--- src/hw/te_pkg.sv ---
// te_pkg: trace encoder widths, width typedefs, itype enum, commit/trap/uop/packet structs
package te_pkg;

  // address and trap value width
  localparam int unsigned XLEN        = 32;
  // trap cause code width
  localparam int unsigned CAUSE_LEN   = 5;
  // retired halfword count width
  localparam int unsigned IRETIRE_LEN = 16;
  // packet sequence number width
  localparam int unsigned SEQ_LEN     = 8;

  typedef logic [XLEN-1:0]        xaddr_t;
  typedef logic [CAUSE_LEN-1:0]   cause_t;
  typedef logic [IRETIRE_LEN-1:0] iretire_t;
  typedef logic [SEQ_LEN-1:0]     seq_t;

  // riscv privilege encoding, 2 is reserved
  typedef enum logic [1:0] {
    PRIV_LVL_U = 2'd0,
    PRIV_LVL_S = 2'd1,
    PRIV_LVL_M = 2'd3
  } priv_lvl_t;

  // instruction type as carried in the packet
  typedef enum logic [2:0] {
    STANDARD     = 3'd0,
    EXCEPTION    = 3'd1,
    INTERRUPT    = 3'd2,
    ERET         = 3'd3,
    BR_NOT_TAKEN = 3'd4,
    BR_TAKEN     = 3'd5,
    JUMP_UNINFER = 3'd6
  } itype_e;

  // single retire port from the core
  typedef struct packed {
    logic      valid;
    xaddr_t    pc;
    logic      compressed;
    priv_lvl_t priv;
    logic      is_eret;
    logic      is_branch;
    logic      taken;
    logic      is_jalr;
  } commit_t;

  // trap port, may come with or without a retiring instruction
  typedef struct packed {
    logic   valid;
    logic   interrupt;
    cause_t cause;
    xaddr_t tval;
  } trap_t;

  // decoded commit
  typedef struct packed {
    logic      valid;
    itype_e    itype;
    xaddr_t    pc;
    logic      compressed;
    priv_lvl_t priv;
  } uop_t;

  // one packet per finished block
  typedef struct packed {
    xaddr_t    iaddr;
    iretire_t  iretire;
    logic      ilastsize;
    itype_e    itype;
    cause_t    cause;
    xaddr_t    tval;
    priv_lvl_t priv;
    seq_t      seq;
  } te_packet_t;

endpackage
--- src/hw/te_ingress_top.sv ---
// te_ingress_top: decoder, retire FSM and packet stage of the trace encoder ingress
module te_ingress_top import te_pkg::*; (
  input  logic       clk_i,
  input  logic       rst_ni,
  input  commit_t    commit_i,
  input  trap_t      trap_i,
  output logic       packet_valid_o,
  output te_packet_t packet_o
);

  uop_t       uop;
  cause_t     cause;
  xaddr_t     tval;
  logic       fire;
  te_packet_t fields;

  // combinational classification of the commit
  te_itype_decode i_decode (
    .commit_i (commit_i),
    .trap_i   (trap_i),
    .uop_o    (uop),
    .cause_o  (cause),
    .tval_o   (tval)
  );

  // block tracking, fire in the commit cycle
  te_retire_fsm i_fsm (
    .clk_i    (clk_i),
    .rst_ni   (rst_ni),
    .uop_i    (uop),
    .cause_i  (cause),
    .tval_i   (tval),
    .fire_o   (fire),
    .fields_o (fields)
  );

  // registered packet one cycle later
  te_packet_out i_out (
    .clk_i          (clk_i),
    .rst_ni         (rst_ni),
    .fire_i         (fire),
    .fields_i       (fields),
    .packet_valid_o (packet_valid_o),
    .packet_o       (packet_o)
  );

endmodule

--- src/hw/te_packet_out.sv ---
// te_packet_out: packet register, sequence counter and one-cycle valid pulse
module te_packet_out import te_pkg::*; (
  input  logic       clk_i,
  input  logic       rst_ni,
  input  logic       fire_i,
  input  te_packet_t fields_i,
  output logic       packet_valid_o,
  output te_packet_t packet_o
);

  logic       valid_q;
  te_packet_t packet_q;
  seq_t       seq_q;

  // valid follows fire by one cycle, back to back allowed
  always_ff @(posedge clk_i or negedge rst_ni) begin
    if (!rst_ni) begin
      valid_q <= 1'b0;
    end else begin
      valid_q <= fire_i;
    end
  end

  // capture fields and stamp the current sequence number
  always_ff @(posedge clk_i or negedge rst_ni) begin
    if (!rst_ni) begin
      packet_q <= '0;
      seq_q    <= '0;
    end else if (fire_i) begin
      packet_q     <= fields_i;
      packet_q.seq <= seq_q;
      // wraps at 256
      seq_q        <= seq_q + seq_t'(1);
    end
  end

  assign packet_valid_o = valid_q;
  assign packet_o       = packet_q;

endmodule

--- src/hw/te_retire_fsm.sv ---
// te_retire_fsm: block FSM, halfword counter and packet field formation
module te_retire_fsm import te_pkg::*; (
  input  logic       clk_i,
  input  logic       rst_ni,
  input  uop_t       uop_i,
  input  cause_t     cause_i,
  input  xaddr_t     tval_i,
  output logic       fire_o,
  output te_packet_t fields_o
);

  typedef enum logic {
    IDLE  = 1'b0,
    COUNT = 1'b1
  } state_e;

  state_e    state_q, state_d;
  xaddr_t    iaddr_q, iaddr_d;
  iretire_t  iretire_q, iretire_d;
  logic      ilastsize_q;
  priv_lvl_t priv_q;

  logic      is_trap;
  logic      is_special;
  logic      is_standard;
  iretire_t  inst_size;
  iretire_t  count_plus;
  xaddr_t    block_iaddr;

  // exception or interrupt, with or without a retiring instruction
  assign is_trap = (uop_i.itype == EXCEPTION) || (uop_i.itype == INTERRUPT);

  // eret, branches and jalr close the block they belong to
  assign is_special = uop_i.valid && !is_trap && (uop_i.itype != STANDARD);

  // plain instruction that extends the block
  assign is_standard = uop_i.valid && (uop_i.itype == STANDARD);

  // halfwords of the retiring instruction
  assign inst_size  = uop_i.compressed ? iretire_t'(1) : iretire_t'(2);
  assign count_plus = iretire_q + inst_size;

  // empty block starts at the incoming pc, otherwise at the stored one
  assign block_iaddr = (state_q == IDLE) ? uop_i.pc : iaddr_q;

  always_comb begin
    state_d   = state_q;
    iaddr_d   = iaddr_q;
    iretire_d = iretire_q;
    fire_o    = 1'b0;
    // seq is stamped downstream
    fields_o  = '0;

    if (is_trap) begin
      fire_o         = 1'b1;
      fields_o.itype = uop_i.itype;
      fields_o.cause = cause_i;
      // tval only reported for exceptions
      fields_o.tval  = (uop_i.itype == EXCEPTION) ? tval_i : '0;
      if (uop_i.valid) begin
        // instruction retired with the trap, count it
        fields_o.iaddr     = block_iaddr;
        fields_o.iretire   = count_plus;
        fields_o.ilastsize = !uop_i.compressed;
        fields_o.priv      = uop_i.priv;
      end else begin
        // nothing retired, report what is held
        fields_o.iaddr     = iaddr_q;
        fields_o.iretire   = iretire_q;
        fields_o.ilastsize = ilastsize_q;
        fields_o.priv      = priv_q;
      end
      iretire_d = '0;
      state_d   = IDLE;
    end else if (is_special) begin
      // block ends here, own size included
      fire_o             = 1'b1;
      fields_o.itype     = uop_i.itype;
      fields_o.iaddr     = block_iaddr;
      fields_o.iretire   = count_plus;
      fields_o.ilastsize = !uop_i.compressed;
      fields_o.priv      = uop_i.priv;
      iretire_d          = '0;
      state_d            = IDLE;
    end else if (is_standard) begin
      // first instruction of a block fixes iaddr
      if (state_q == IDLE) begin
        iaddr_d = uop_i.pc;
      end
      iretire_d = count_plus;
      state_d   = COUNT;
    end
  end

  always_ff @(posedge clk_i or negedge rst_ni) begin
    if (!rst_ni) begin
      state_q   <= IDLE;
      iaddr_q   <= '0;
      iretire_q <= '0;
    end else begin
      state_q   <= state_d;
      iaddr_q   <= iaddr_d;
      iretire_q <= iretire_d;
    end
  end

  // last size and priv follow every retired instruction
  // a trap without retirement reports them later
  always_ff @(posedge clk_i or negedge rst_ni) begin
    if (!rst_ni) begin
      ilastsize_q <= 1'b0;
      priv_q      <= PRIV_LVL_U;
    end else if (uop_i.valid) begin
      ilastsize_q <= !uop_i.compressed;
      priv_q      <= uop_i.priv;
    end
  end

endmodule

--- src/hw/te_itype_decode.sv ---
// te_itype_decode: commit and trap classification into an itype uop, cause and tval split
module te_itype_decode import te_pkg::*; (
  input  commit_t commit_i,
  input  trap_t   trap_i,
  output uop_t    uop_o,
  output cause_t  cause_o,
  output xaddr_t  tval_o
);

  logic trap_exc;
  logic trap_int;
  logic inst_eret;
  logic inst_branch;
  logic inst_jalr;

  // trap side, interrupt flag picks between the two trap types
  assign trap_exc = trap_i.valid && !trap_i.interrupt;
  assign trap_int = trap_i.valid && trap_i.interrupt;

  // instruction side only counts when something retired
  assign inst_eret   = commit_i.valid && commit_i.is_eret;
  assign inst_branch = commit_i.valid && commit_i.is_branch;
  assign inst_jalr   = commit_i.valid && commit_i.is_jalr;

  always_comb begin
    // commit payload passes straight through
    uop_o.valid      = commit_i.valid;
    uop_o.pc         = commit_i.pc;
    uop_o.compressed = commit_i.compressed;
    uop_o.priv       = commit_i.priv;

    // first match wins, traps ahead of any instruction kind
    if (trap_exc) begin
      uop_o.itype = EXCEPTION;
    end else if (trap_int) begin
      uop_o.itype = INTERRUPT;
    end else if (inst_eret) begin
      uop_o.itype = ERET;
    end else if (inst_branch) begin
      // direction from the resolved branch
      uop_o.itype = commit_i.taken ? BR_TAKEN : BR_NOT_TAKEN;
    end else if (inst_jalr) begin
      // target not inferable from the binary
      uop_o.itype = JUMP_UNINFER;
    end else begin
      uop_o.itype = STANDARD;
    end
  end

  // cause code without the interrupt bit
  assign cause_o = trap_i.valid ? trap_i.cause : '0;

  // tval only meaningful alongside a trap
  assign tval_o = trap_i.valid ? trap_i.tval : '0;

endmodule

--- config.mk ---
export PLATFORM = sky130hd
export DESIGN_NAME = te_ingress_top
export DESIGN_NICKNAME = d
export VERILOG_FILES = /design/src/hw/te_pkg.sv /design/src/hw/te_ingress_top.sv /design/src/hw/te_packet_out.sv /design/src/hw/te_retire_fsm.sv /design/src/hw/te_itype_decode.sv
export SDC_FILE = /design/constraint.sdc
export NUM_CORES = 1
export LEC_CHECK = 0
export BUFFER_PORTS_ARGS = -buffer_cell sky130_fd_sc_hd__buf_2
export CAP_MARGIN = 20
export CORE_MARGIN = 2
export CORE_UTILIZATION = 54
export DETAILED_ROUTE_END_ITERATION = 10
export PLACE_DENSITY = 0.92
export SYNTH_ARGS = -nofsm -noshare
export SYNTH_HDL_FRONTEND = slang
export SYNTH_SLANG_ARGS = --single-unit
--- constraint.sdc ---
create_clock -name clk_i -period 2.6 [get_ports clk_i]
set_input_delay 0 -clock clk_i [delete_from_list [all_inputs] [get_ports clk_i]]
set_output_delay 0 -clock clk_i [all_outputs]
set_load 0.05 [all_outputs]
==> impl_metrics.py, run 1 <==
metrics = {
    "run_status": {
        "status": "finished, final reports clean",
    },
    "critical_path": {
        "cp_max_fo": 8,
        "r2r-start": "i_fsm.iretire_q[0]",
        "startpoint_type": "flop",
        "cpPeakStageDelay_ns": 0.48,
        "path_delay_family": "simple AND/OR/NAND/NOR gates",
        "cp.arrival_ns": 2.71,
        "required_ns": 2.94,
        "r2r_cells": 7,
        "path_buf_inv": 1,
        "reg2reg_to": "i_fsm.iretire_q[14]",
        "crit_type": "flop to flop",
        "end_kind": "flop",
        "crit_slowest_cell": "fa_1",
        "reg2reg_slack_ns": 0.24,
        "cp_cell_sequence": "ha_1, inv_1, fa_1, and4b_2, nand4_1, or3_1, o21ai_0",
    },
    "timing": {
        "max_slew_margin_pct": 39.93,
        "setup-violations-final": 0,
        "fin_ws_ns": 0.2360,
        "min_period_over_period_pct": 90.92,
        "fin_tns_setup_ns": 0,
        "fmax_ghz": 0.4230,
        "hold_viol": 0,
        "tightest_slew_ns": 0.9010,
        "fin_crit_ns": 2.364,
        "fin_skew_ns": 0.01187,
        "rsz0062_at_grt": "false",
        "slew_violations": 0,
    },
    "cts": {
        "clkTransAtPathRegs_ns": 0.07,
        "cts_tree": "yes",
        "insertion_delay_ns": 0.44,
        "cts_num_sinks": 160,
        "cts_setup_buffers": 0,
        "h-tree-depth": 4,
        "clockBufferDepth": 2,
        "root_buffer": "clkbuf_16",
        "cts_made_buffers": 17,
    },
    "synth": {
        "synth_flop_cell": "dfrtp_1",
        "yosysWarnings": 0,
        "synth_area_leader_cell": "dfrtp_1",
        "synthTopCellsByCount": "dfrtp_1, a22o_1, a21oi_1",
        "syn_area_mm2": 0.007365,
        "async_reset_ff_share_pct": 100.0,
        "synth_area_leaders": "dfrtp_1, a22o_1, mux2_4",
        "synth.avg_cell_area_um2": 11.58,
        "synth_edf_count": 0,
        "yosysSeqAreaShare_pct": 54.37,
        "synth-seq-cells": 160,
        "synth_top_area_share_pct": 54.37,
        "synth.most_common_cell": "dfrtp_1",
        "syn_nets": 721,
        "synth_cell_types": 51,
        "syn_inst": 636,
    },
    "placed_design": {
        "hpwl_mm": 12.15,
        "place_ws_ns": 0.3377,
        "place.port_buffers": 180,
        "gp_congestion": 0.8601,
    },
    "run": {
        "maxCapViolations": 0,
    },
    "layout": {
        "antennaDiodeCount": 0,
        "syn2layout_area_growth_pct": 33.18,
        "nNetsFinal": 970,
        "drive_above_1_share_pct": 32.63,
    },
    "global_routing": {
        "grt_first_pass_wirelength_mm": 35.11,
        "overflow": 0,
        "grt_max_degree": 74,
        "antenna_found_initial": 0,
        "grt_pass1_vias": 6703,
        "track_usage_pct": 31.15,
    },
    "die": {
        "die_y_um": 120.8,
        "dieWidth_um": 120.8,
        "initial_utilization_pct": 55.39,
        "num_rows": 42,
        "die-area_mm2": 0.01459,
        "core_area_mm2": 0.01330,
        "io_pins": 181,
    },
    "routing": {
        "drt_iter0_markers": 632,
        "antenna_left": 0,
        "drc": 0,
        "routedWlPerCell_um": 20.52,
        "first_pass_iters": 5,
        "via_count": 6530,
        "drt_wl_total_mm": 22.04,
        "via_per_inst": 6.080,
    },
    "min_path": {
        "hold_path.startpoint": "trap_i[38]",
        "hold_path_class": "primary input to flop",
        "min_to": "i_out.packet_o[3]",
        "min_path_cells": 4,
    },
    "pwr": {
        "p_per_area_mw_per_mm2": 756.1,
        "peakVddDrop_uv": 574.6,
        "p_leak_nw": 4.856,
    },
}
per-stage QoR:
step	instances	util, %	total power (W)	instance area (um^2)	hold slack, ns
floorplan	636	-	0.004337	7365	-0.2956
global placement	962	63.34	0.004761	8422	0.04560
detailed placement	963	63.43	0.004835	8433	0.04790
CTS	1074	73.76	0.007362	9807	0.04207
global route	1074	73.77	0.007683	9808	0.07530
finish	1074	73.77	0.007416	9808	0.06956
report_power, final:
| group | internal, W | leakage [nW] | switching, W |
|---|---|---|---|
| clock | 0.00130 | 0.284 | 0.00116 |
| combinational | 0.000673 | 2.54 | 0.00115 |
| sequential | 0.00284 | 2.03 | 0.000284 |
| total | 0.00482 | 4.86 | 0.00260 |
layer usage:
metal / share of wire [%] / wire length (um) / vias to the layer above / global-route usage [%]
met2: 50 / 11020 / 380 / 51.17
li1: - / - / 2854 / -
met3: 9.0 / 1985 / 60 / 8.868
met5: 0 / 0 / - / 0
met1: 38 / 8406 / 3236 / 39.16
met4: 2.9 / 635 / 0 / 11.99
registers in the layout, indices dropped and copies added, names as in the netlist:
signal and count:
i_out.seq_q 8, i_fsm.priv_q 2, i_fsm.iaddr_q 32, i_fsm.iretire_q 16
i_out.packet_valid_o 1, i_out.packet_o 99, i_fsm.state_q 1, i_fsm.ilastsize_q 1
repair_timing:
item	CTS	global route
endpoints found under the hold margin	181	0
hold buffers	79	0
endpoints found under the setup margin	0	1
resized for setup	0	1
how the worst max path moves through the flow:
| stage | startpoint | to | depth (start not counted) |
|---|---|---|---|
| 2_1_floorplan | i_fsm.iretire_q[0] | i_fsm.iretire_q[14] | 8 |
| 3_3_place_gp | i_fsm.iretire_q[0] | i_fsm.iretire_q[14] | 7 |
| 6_report | i_fsm.iretire_q[0] | i_fsm.iretire_q[14] | 7 |
| 4_1_cts | i_fsm.iretire_q[0] | i_fsm.iretire_q[14] | 7 |
| 5_1_grt | i_fsm.iretire_q[0] | i_fsm.iretire_q[14] | 7 |
| 3_5_place_dp | i_fsm.iretire_q[0] | i_fsm.iretire_q[14] | 7 |
layout make-up:
cell class	instances	area, um^2
sequential	160	4004
clock inverter	14	143.9
timing repair buffer	276	1842
inverter	16	60.06
multi-input combinational	414	3099
clock buffer	18	439.2
tap	176	220.2
fill	819	3487
placed cells by master, fill, tap and decap left out, drive strengths merged, types with 3 or more instances in the layout:
| cell | n |
|---|---|
| buf | 197 |
| dfrtp | 160 |
| dlygate4sd3 | 79 |
| a22o | 56 |
| mux2 | 53 |
| a21oi | 48 |
| nand2 | 43 |
| o22ai | 29 |
| nor2 | 27 |
| inv | 24 |
| mux2i | 23 |
| a21o | 19 |
| o21ai | 18 |
| clkbuf | 18 |
| nand3 | 10 |
| nand4 | 9 |
| xnor2 | 9 |
| or3 | 8 |
| and3 | 7 |
| a31oi | 6 |
| o31ai | 5 |
| nand2b | 5 |
| a211oi | 5 |
| clkinv | 5 |
| nor3 | 4 |
| a221o | 3 |
| ha | 3 |
| nor4 | 3 |
| nor2b | 3 |
logic make-up (layout without fill, tap and decap cells):
group                      count (synthesis)  in the layout  synth area share (%)
buffers and inverters                     62            324                 3.704
AOI/OAI and AO/OA                        196            196                 18.33
and+or+nand+nor                          127            127                 8.750
adders and majority gates                  4              4                0.7816
xor gates and xnor gates                  11             11                 1.308
muxes                                     76             76                 12.76
DFF                                      160            160                 54.37
worst reg2reg max path, cell delays in order, from the launching register on:
cell and delay (ns):
dfrtp_1 0.37, ha_1 0.23, inv_1 0.10, fa_1 0.48, and4b_2 0.43, nand4_1 0.18
or3_1 0.37, o21ai_0 0.11
Note: power is estimated with default switching activity, not from simulation.
==> run 2, diff against run 1 <==
--- a/config.mk
+++ b/config.mk
@@ -10,7 +10,7 @@
 export CORE_MARGIN = 2
 export CORE_UTILIZATION = 54
 export DETAILED_ROUTE_END_ITERATION = 10
-export PLACE_DENSITY = 0.92
+export PLACE_DENSITY = 0.93
 export SYNTH_ARGS = -nofsm -noshare
 export SYNTH_HDL_FRONTEND = slang
 export SYNTH_SLANG_ARGS = --single-unit
==> constraint.sdc (replaced) <==
create_clock -name clk_i -period 2.6 [get_ports clk_i]
set_input_delay 0.26 -clock clk_i [delete_from_list [all_inputs] [get_ports clk_i]]
set_output_delay 0.26 -clock clk_i [all_outputs]
set_load 0.05 [all_outputs]
==> run 2 against run 1 <==
Critical path depth did not move. Routed wire length decreased by 17%. First-iteration DRC count decreased by 19%. Highest routed layer unchanged. Utilization fell by 5.5 points. Sequential power about the same. Critical path type unchanged. Power rose by 0.58%. Non-clock buffer count fell by 78. Clock power grew 8.1%. Critical endpoint unchanged. Via count down 8.6%. Global-route usage is 5.0 points lower. Sequential cell count did not move. Clock skew fell by 0.0040 ns.
==> impl_metrics.py, run 2 (same netlist as run 1, synthesis figures left out) <==
metrics = {
    "routing": {
        "via_per_inst": 5.982,
        "via_count": 5970,
        "routedWlPerCell_um": 18.43,
        "drc": 0,
        "drt_wl_total_mm": 18.40,
        "first_pass_iters": 5,
        "drt_iter0_markers": 514,
        "antenna_left": 0,
    },
    "critical_path": {
        "r2r-start": "i_fsm.iretire_q[0]",
        "cpPeakStageDelay_ns": 0.46,
        "cp_cell_sequence": "ha_1, inv_1, fa_1, and4b_1, nand4_1, or3_1, o21ai_0",
        "reg2reg_slack_ns": 0.33,
        "cp.arrival_ns": 2.60,
        "cp_max_fo": 8,
        "path_delay_family": "simple AND/OR/NAND/NOR gates",
        "crit_path_start": "i_fsm.iretire_q[0]",
        "path_buf_inv": 1,
        "crit_slowest_cell": "and4b_1",
        "required_ns": 2.93,
        "startpoint_type": "flop",
        "end_kind": "flop",
        "crit_type": "flop to flop",
    },
    "pwr": {
        "peakVddDrop_uv": 458.5,
        "power.total_w": 0.007459,
        "p_leak_nw": 4.560,
        "p_per_area_mw_per_mm2": 821.3,
    },
    "cts": {
        "cts_tree": "yes",
        "cts_made_buffers": 17,
        "cts_num_sinks": 160,
        "clkTransAtPathRegs_ns": 0.07,
        "insertion_delay_ns": 0.42,
        "clockBufferDepth": 2,
        "h-tree-depth": 4,
        "root_buffer": "clkbuf_16",
    },
    "die": {
        "initial_utilization_pct": 55.39,
        "die-area_mm2": 0.01459,
        "core_area_mm2": 0.01330,
        "io_pins": 181,
        "num_rows": 42,
        "die_y_um": 120.8,
        "dieWidth_um": 120.8,
    },
    "timing": {
        "holdWs_ns": 0.04935,
        "rsz0062_at_grt": "false",
        "tightest_slew_ns": 1.050,
        "min_period_over_period_pct": 87.24,
        "fin_skew_ns": 0.007904,
        "fmax_ghz": 0.4409,
        "max_slew_margin_pct": 29.73,
        "slew_violations": 0,
        "setup-violations-final": 0,
        "hold_viol": 0,
        "fin_tns_setup_ns": 0,
        "fin_crit_ns": 2.268,
    },
    "global_routing": {
        "grt_pass1_vias": 6075,
        "grt_first_pass_wirelength_mm": 30.04,
        "overflow": 0,
        "antenna_found_initial": 2,
        "grt_max_degree": 66,
        "track_usage_pct": 26.17,
    },
    "min_path": {
        "hold_path_class": "primary input to flop",
        "hold_path.startpoint": "trap_i[29]",
    },
    "layout": {
        "layout_commonest_cell": "buf_2",
        "nNetsFinal": 892,
        "largest_register_ffs": 99,
        "final_core_util_pct": 68.30,
        "final_cell_mix": "buf_2, dfrtp_1, a22o_1",
        "syn2layout_area_growth_pct": 23.31,
        "drive_above_1_share_pct": 35.61,
    },
    "placed_design": {
        "gp_congestion": 0.8242,
        "hpwl_mm": 12.39,
        "place.port_buffers": 180,
    },
    "run": {
        "maxCapViolations": 0,
    },
    "run_status": {
        "status": "finished, final reports clean",
    },
}
==> run 2: through the flow <==
step	instance area, um^2	setup slack [ns]	cells
2_1_floorplan	7365	0.5049	636
3_3_place_gp	8422	0.3882	962
3_5_place_dp	8422	0.2986	962
4_1_cts	9065	0.3440	995
5_1_grt	9081	0.1360	998
6_report	9081	0.3317	998
==> run 2: metal layers <==
layer | wire (um) | vias to the layer above | part of all wire [%] | GRT usage, %
met5 | 0 | - | 0 | 0
met4 | 673 | 0 | 3.7 | 11.99
met3 | 1380 | 64 | 7.5 | 6.274
met2 | 8997 | 298 | 49 | 42.69
met1 | 7343 | 2909 | 40 | 33.12
li1 | - | 2699 | - | -
==> run 2: what timing repair did <==
item	CTS	global route
endpoints found under the hold margin	62	0
buffers inserted	0	0
setup endpoints to repair	0	0
hold buffers	1	0
gates resized for setup	0	0
==> run 2: worst reg2reg max path: stages, from the launching register on <==
cell and delay [ns]:
dfrtp_1 0.36, ha_1 0.19, inv_1 0.06, fa_1 0.45, and4b_1 0.46, nand4_1 0.22, or3_1 0.35, o21ai_0 0.09
==> run 2: worst paths after layout <==
kind / to / cells after the start
max: i_fsm.iretire_q[14] / 7
min: i_out.packet_o[39] / 2
max reg2reg: i_fsm.iretire_q[14] / 7
min reg2reg: i_out.packet_o[2] / 2
max in group asynchronous: i_out.packet_o[29] / 3
min in group asynchronous: i_out.packet_o[71] / 2
==> run 2: final cells by class <==
class	instances	area [um^2]
Tap cell	176	220.2
Fill cell	942	4214
Multi-Input combinational cell	414	3098
Clock buffer	17	425.4
Sequential cell	160	4004
Antenna cell	2	5.005
Timing Repair Buffer	198	1061
Inverter	16	60.06
Clock inverter	15	207.7
==> run 2: report_power, final <==
part	total [W]	switching, W	leakage, nW	internal [W]
Combinational	0.00169	0.00110	2.21	0.000596
Clock	0.00266	0.00103	0.314	0.00162
Sequential	0.00311	0.000266	2.03	0.00284
Total	0.00746	0.00239	4.56	0.00506
==> run 3, diff against run 2 <==
--- a/config.mk
+++ b/config.mk
@@ -10,7 +10,7 @@
 export CORE_MARGIN = 2
 export CORE_UTILIZATION = 54
 export DETAILED_ROUTE_END_ITERATION = 10
-export PLACE_DENSITY = 0.93
+export PLACE_DENSITY = 0.81
 export SYNTH_ARGS = -nofsm -noshare
 export SYNTH_HDL_FRONTEND = slang
 export SYNTH_SLANG_ARGS = --single-unit
==> run 3 against run 2 <==
Critical path depth is the same. Routed wire length rose by 1.3%. Non-clock buffer count is 1 lower. First-iteration DRC count decreased by 7.0%. Design area shrank 0.22%. Largest cell class unchanged. Worst setup slack worse by 0.039 ns. Largest power group unchanged.
==> impl_metrics.py, run 3 (same netlist as run 1, synthesis figures left out) <==
metrics = {
    "routing": {
        "drc": 0,
        "via_count": 5869,
        "routedWlPerCell_um": 18.71,
        "drt_wl_total_mm": 18.64,
        "drt_iter0_markers": 478,
        "first_pass_iters": 7,
        "antenna_left": 0,
        "via_per_inst": 5.893,
    },
    "timing": {
        "fin_ws_ns": 0.2928,
        "fmax_ghz": 0.4334,
        "fin_skew_ns": 0.009937,
        "holdWs_ns": 0.04567,
        "slew_violations": 0,
        "max_slew_margin_pct": 29.74,
        "tightest_slew_ns": 1.053,
        "fin_tns_setup_ns": 0,
        "fin_crit_ns": 2.307,
        "rsz0062_at_grt": "false",
        "min_period_over_period_pct": 88.74,
        "hold_viol": 0,
        "setup-violations-final": 0,
    },
    "min_path": {
        "hold_path_class": "primary input to flop",
    },
    "global_routing": {
        "antenna_found_initial": 1,
        "overflow": 0,
        "track_usage_pct": 26.55,
        "grt_first_pass_wirelength_mm": 30.11,
        "grt_pass1_vias": 5989,
        "grt_max_degree": 68,
    },
    "cts": {
        "cts_tree": "yes",
        "cts_made_buffers": 17,
        "cts_setup_buffers": 0,
        "insertion_delay_ns": 0.42,
        "clkTransAtPathRegs_ns": 0.06,
        "root_buffer": "clkbuf_16",
        "clockBufferDepth": 2,
        "h-tree-depth": 4,
        "cts_num_sinks": 160,
    },
    "placed_design": {
        "place_ws_ns": 0.2824,
        "hpwl_mm": 12.37,
        "dpl.cell_count": 961,
        "gp_congestion": 0.9047,
        "place.port_buffers": 180,
    },
    "die": {
        "io_pins": 181,
        "die-area_mm2": 0.01459,
        "core_area_mm2": 0.01330,
        "dieWidth_um": 120.8,
        "die_y_um": 120.8,
        "num_rows": 42,
        "initial_utilization_pct": 55.39,
    },
    "layout": {
        "fin_cells": 996,
        "final_cell_mix": "buf_2, dfrtp_1, a22o_1",
        "nNetsFinal": 891,
        "largest_register_ffs": 99,
        "drive_above_1_share_pct": 35.53,
        "syn2layout_area_growth_pct": 23.04,
        "layout_commonest_cell": "buf_2",
    },
    "pwr": {
        "swShare_pct": 32.67,
        "seqPwrFrac_pct": 42.1,
        "switchingPower_w": 0.002412,
        "intPower_w": 0.004970,
        "p_per_area_mw_per_mm2": 814.7,
        "pwr-share-comb_pct": 23.0,
        "p_leak_nw": 4.538,
        "peakVddDrop_uv": 480.3,
        "clkPwrFrac_pct": 34.9,
    },
    "critical_path": {
        "path_buf_inv": 1,
        "cpPeakStageDelay_ns": 0.47,
        "end_kind": "flop",
        "required_ns": 2.94,
        "crit_type": "flop to flop",
        "path_delay_family": "simple AND/OR/NAND/NOR gates",
        "crit_slowest_cell": "and4b_1",
        "startpoint_type": "flop",
        "cp.arrival_ns": 2.65,
        "cp_cell_sequence": "ha_1, inv_1, fa_1, and4b_1, nand4_1, or3_1, o21ai_0",
        "cp_max_fo": 8,
    },
    "run": {
        "maxCapViolations": 0,
    },
    "run_status": {
        "status": "finished, final reports clean",
    },
}
-- run 3: cell types whose count changed in the layout (fill, tap and decap cells not counted) --
| cell | change |
|---|---|
| nor2_2 | +1 |
| buf_4 | -2 |
| buf_12 | +1 |
| clkinv_2 | -1 |
| bufinv_16 | -1 |
| clkinv_4 | -1 |
| clkbuf_1 | +1 |
| clkinvlp_4 | +2 |
| nor2_1 | -1 |
| diode_2 | -1 |
-- run 3: power by group through the flow --
stage          Clock [W]  Combinational, W  Sequential [W]
3_3_place_gp           0           0.00165         0.00311
5_1_grt          0.00273           0.00181         0.00316
4_1_cts          0.00261           0.00171         0.00311
6_report         0.00257           0.00170         0.00311
2_1_floorplan          0          0.000630         0.00371
3_5_place_dp           0           0.00170         0.00314
-- run 3: final cells by class --
type | count | area [um^2]
sequential | 160 | 4004
clock buffer | 18 | 429.2
antenna | 1 | 2.502
tap | 176 | 220.2
timing repair buffer | 197 | 1066
fill | 936 | 4234
clock inverter | 14 | 178.9
inverter | 16 | 60.06
multi-input combinational | 414 | 3100
-- run 3: layer usage --
| layer | global-route usage (%) | share of wire [%] | vias to the layer above |
|---|---|---|---|
| met5 | 0 | 0 | - |
| met2 | 44.28 | 50 | 243 |
| met1 | 33.60 | 42 | 2911 |
| met4 | 10.39 | 2.2 | 0 |
| met3 | 6.226 | 6.3 | 33 |
| li1 | - | - | 2682 |
-- run 3: path summary, 6_finish.rpt --
path                                    start                  end  slack [ns]  depth (start not counted)
min reg2reg                 i_out.packet_o[6]    i_out.packet_o[6]        0.47                          2
max                        i_fsm.iretire_q[0]  i_fsm.iretire_q[14]        0.29                          7
max reg2reg                i_fsm.iretire_q[0]  i_fsm.iretire_q[14]        0.29                          7
min in group asynchronous              rst_ni   i_out.packet_o[89]        0.36                          2
max in group asynchronous              rst_ni   i_out.packet_o[27]        1.35                          3
min                                trap_i[37]   i_out.packet_o[47]        0.05                          2
-- run 3: metrics by stage --
step                cell area (um^2)  util, %  total power, W
floorplan                       7365        -        0.004337
global placement                8429    63.40        0.004767
detailed placement              8429    63.40        0.004844
CTS                             9047    68.05        0.007422
global route                    9061    68.15        0.007692
finish                          9061    68.15        0.007382
-- run 3: repair_timing --
action,4_1_cts,5_1_grt
hold endpoints to repair,53,0
gates resized for setup,0,0
hold buffers,1,0
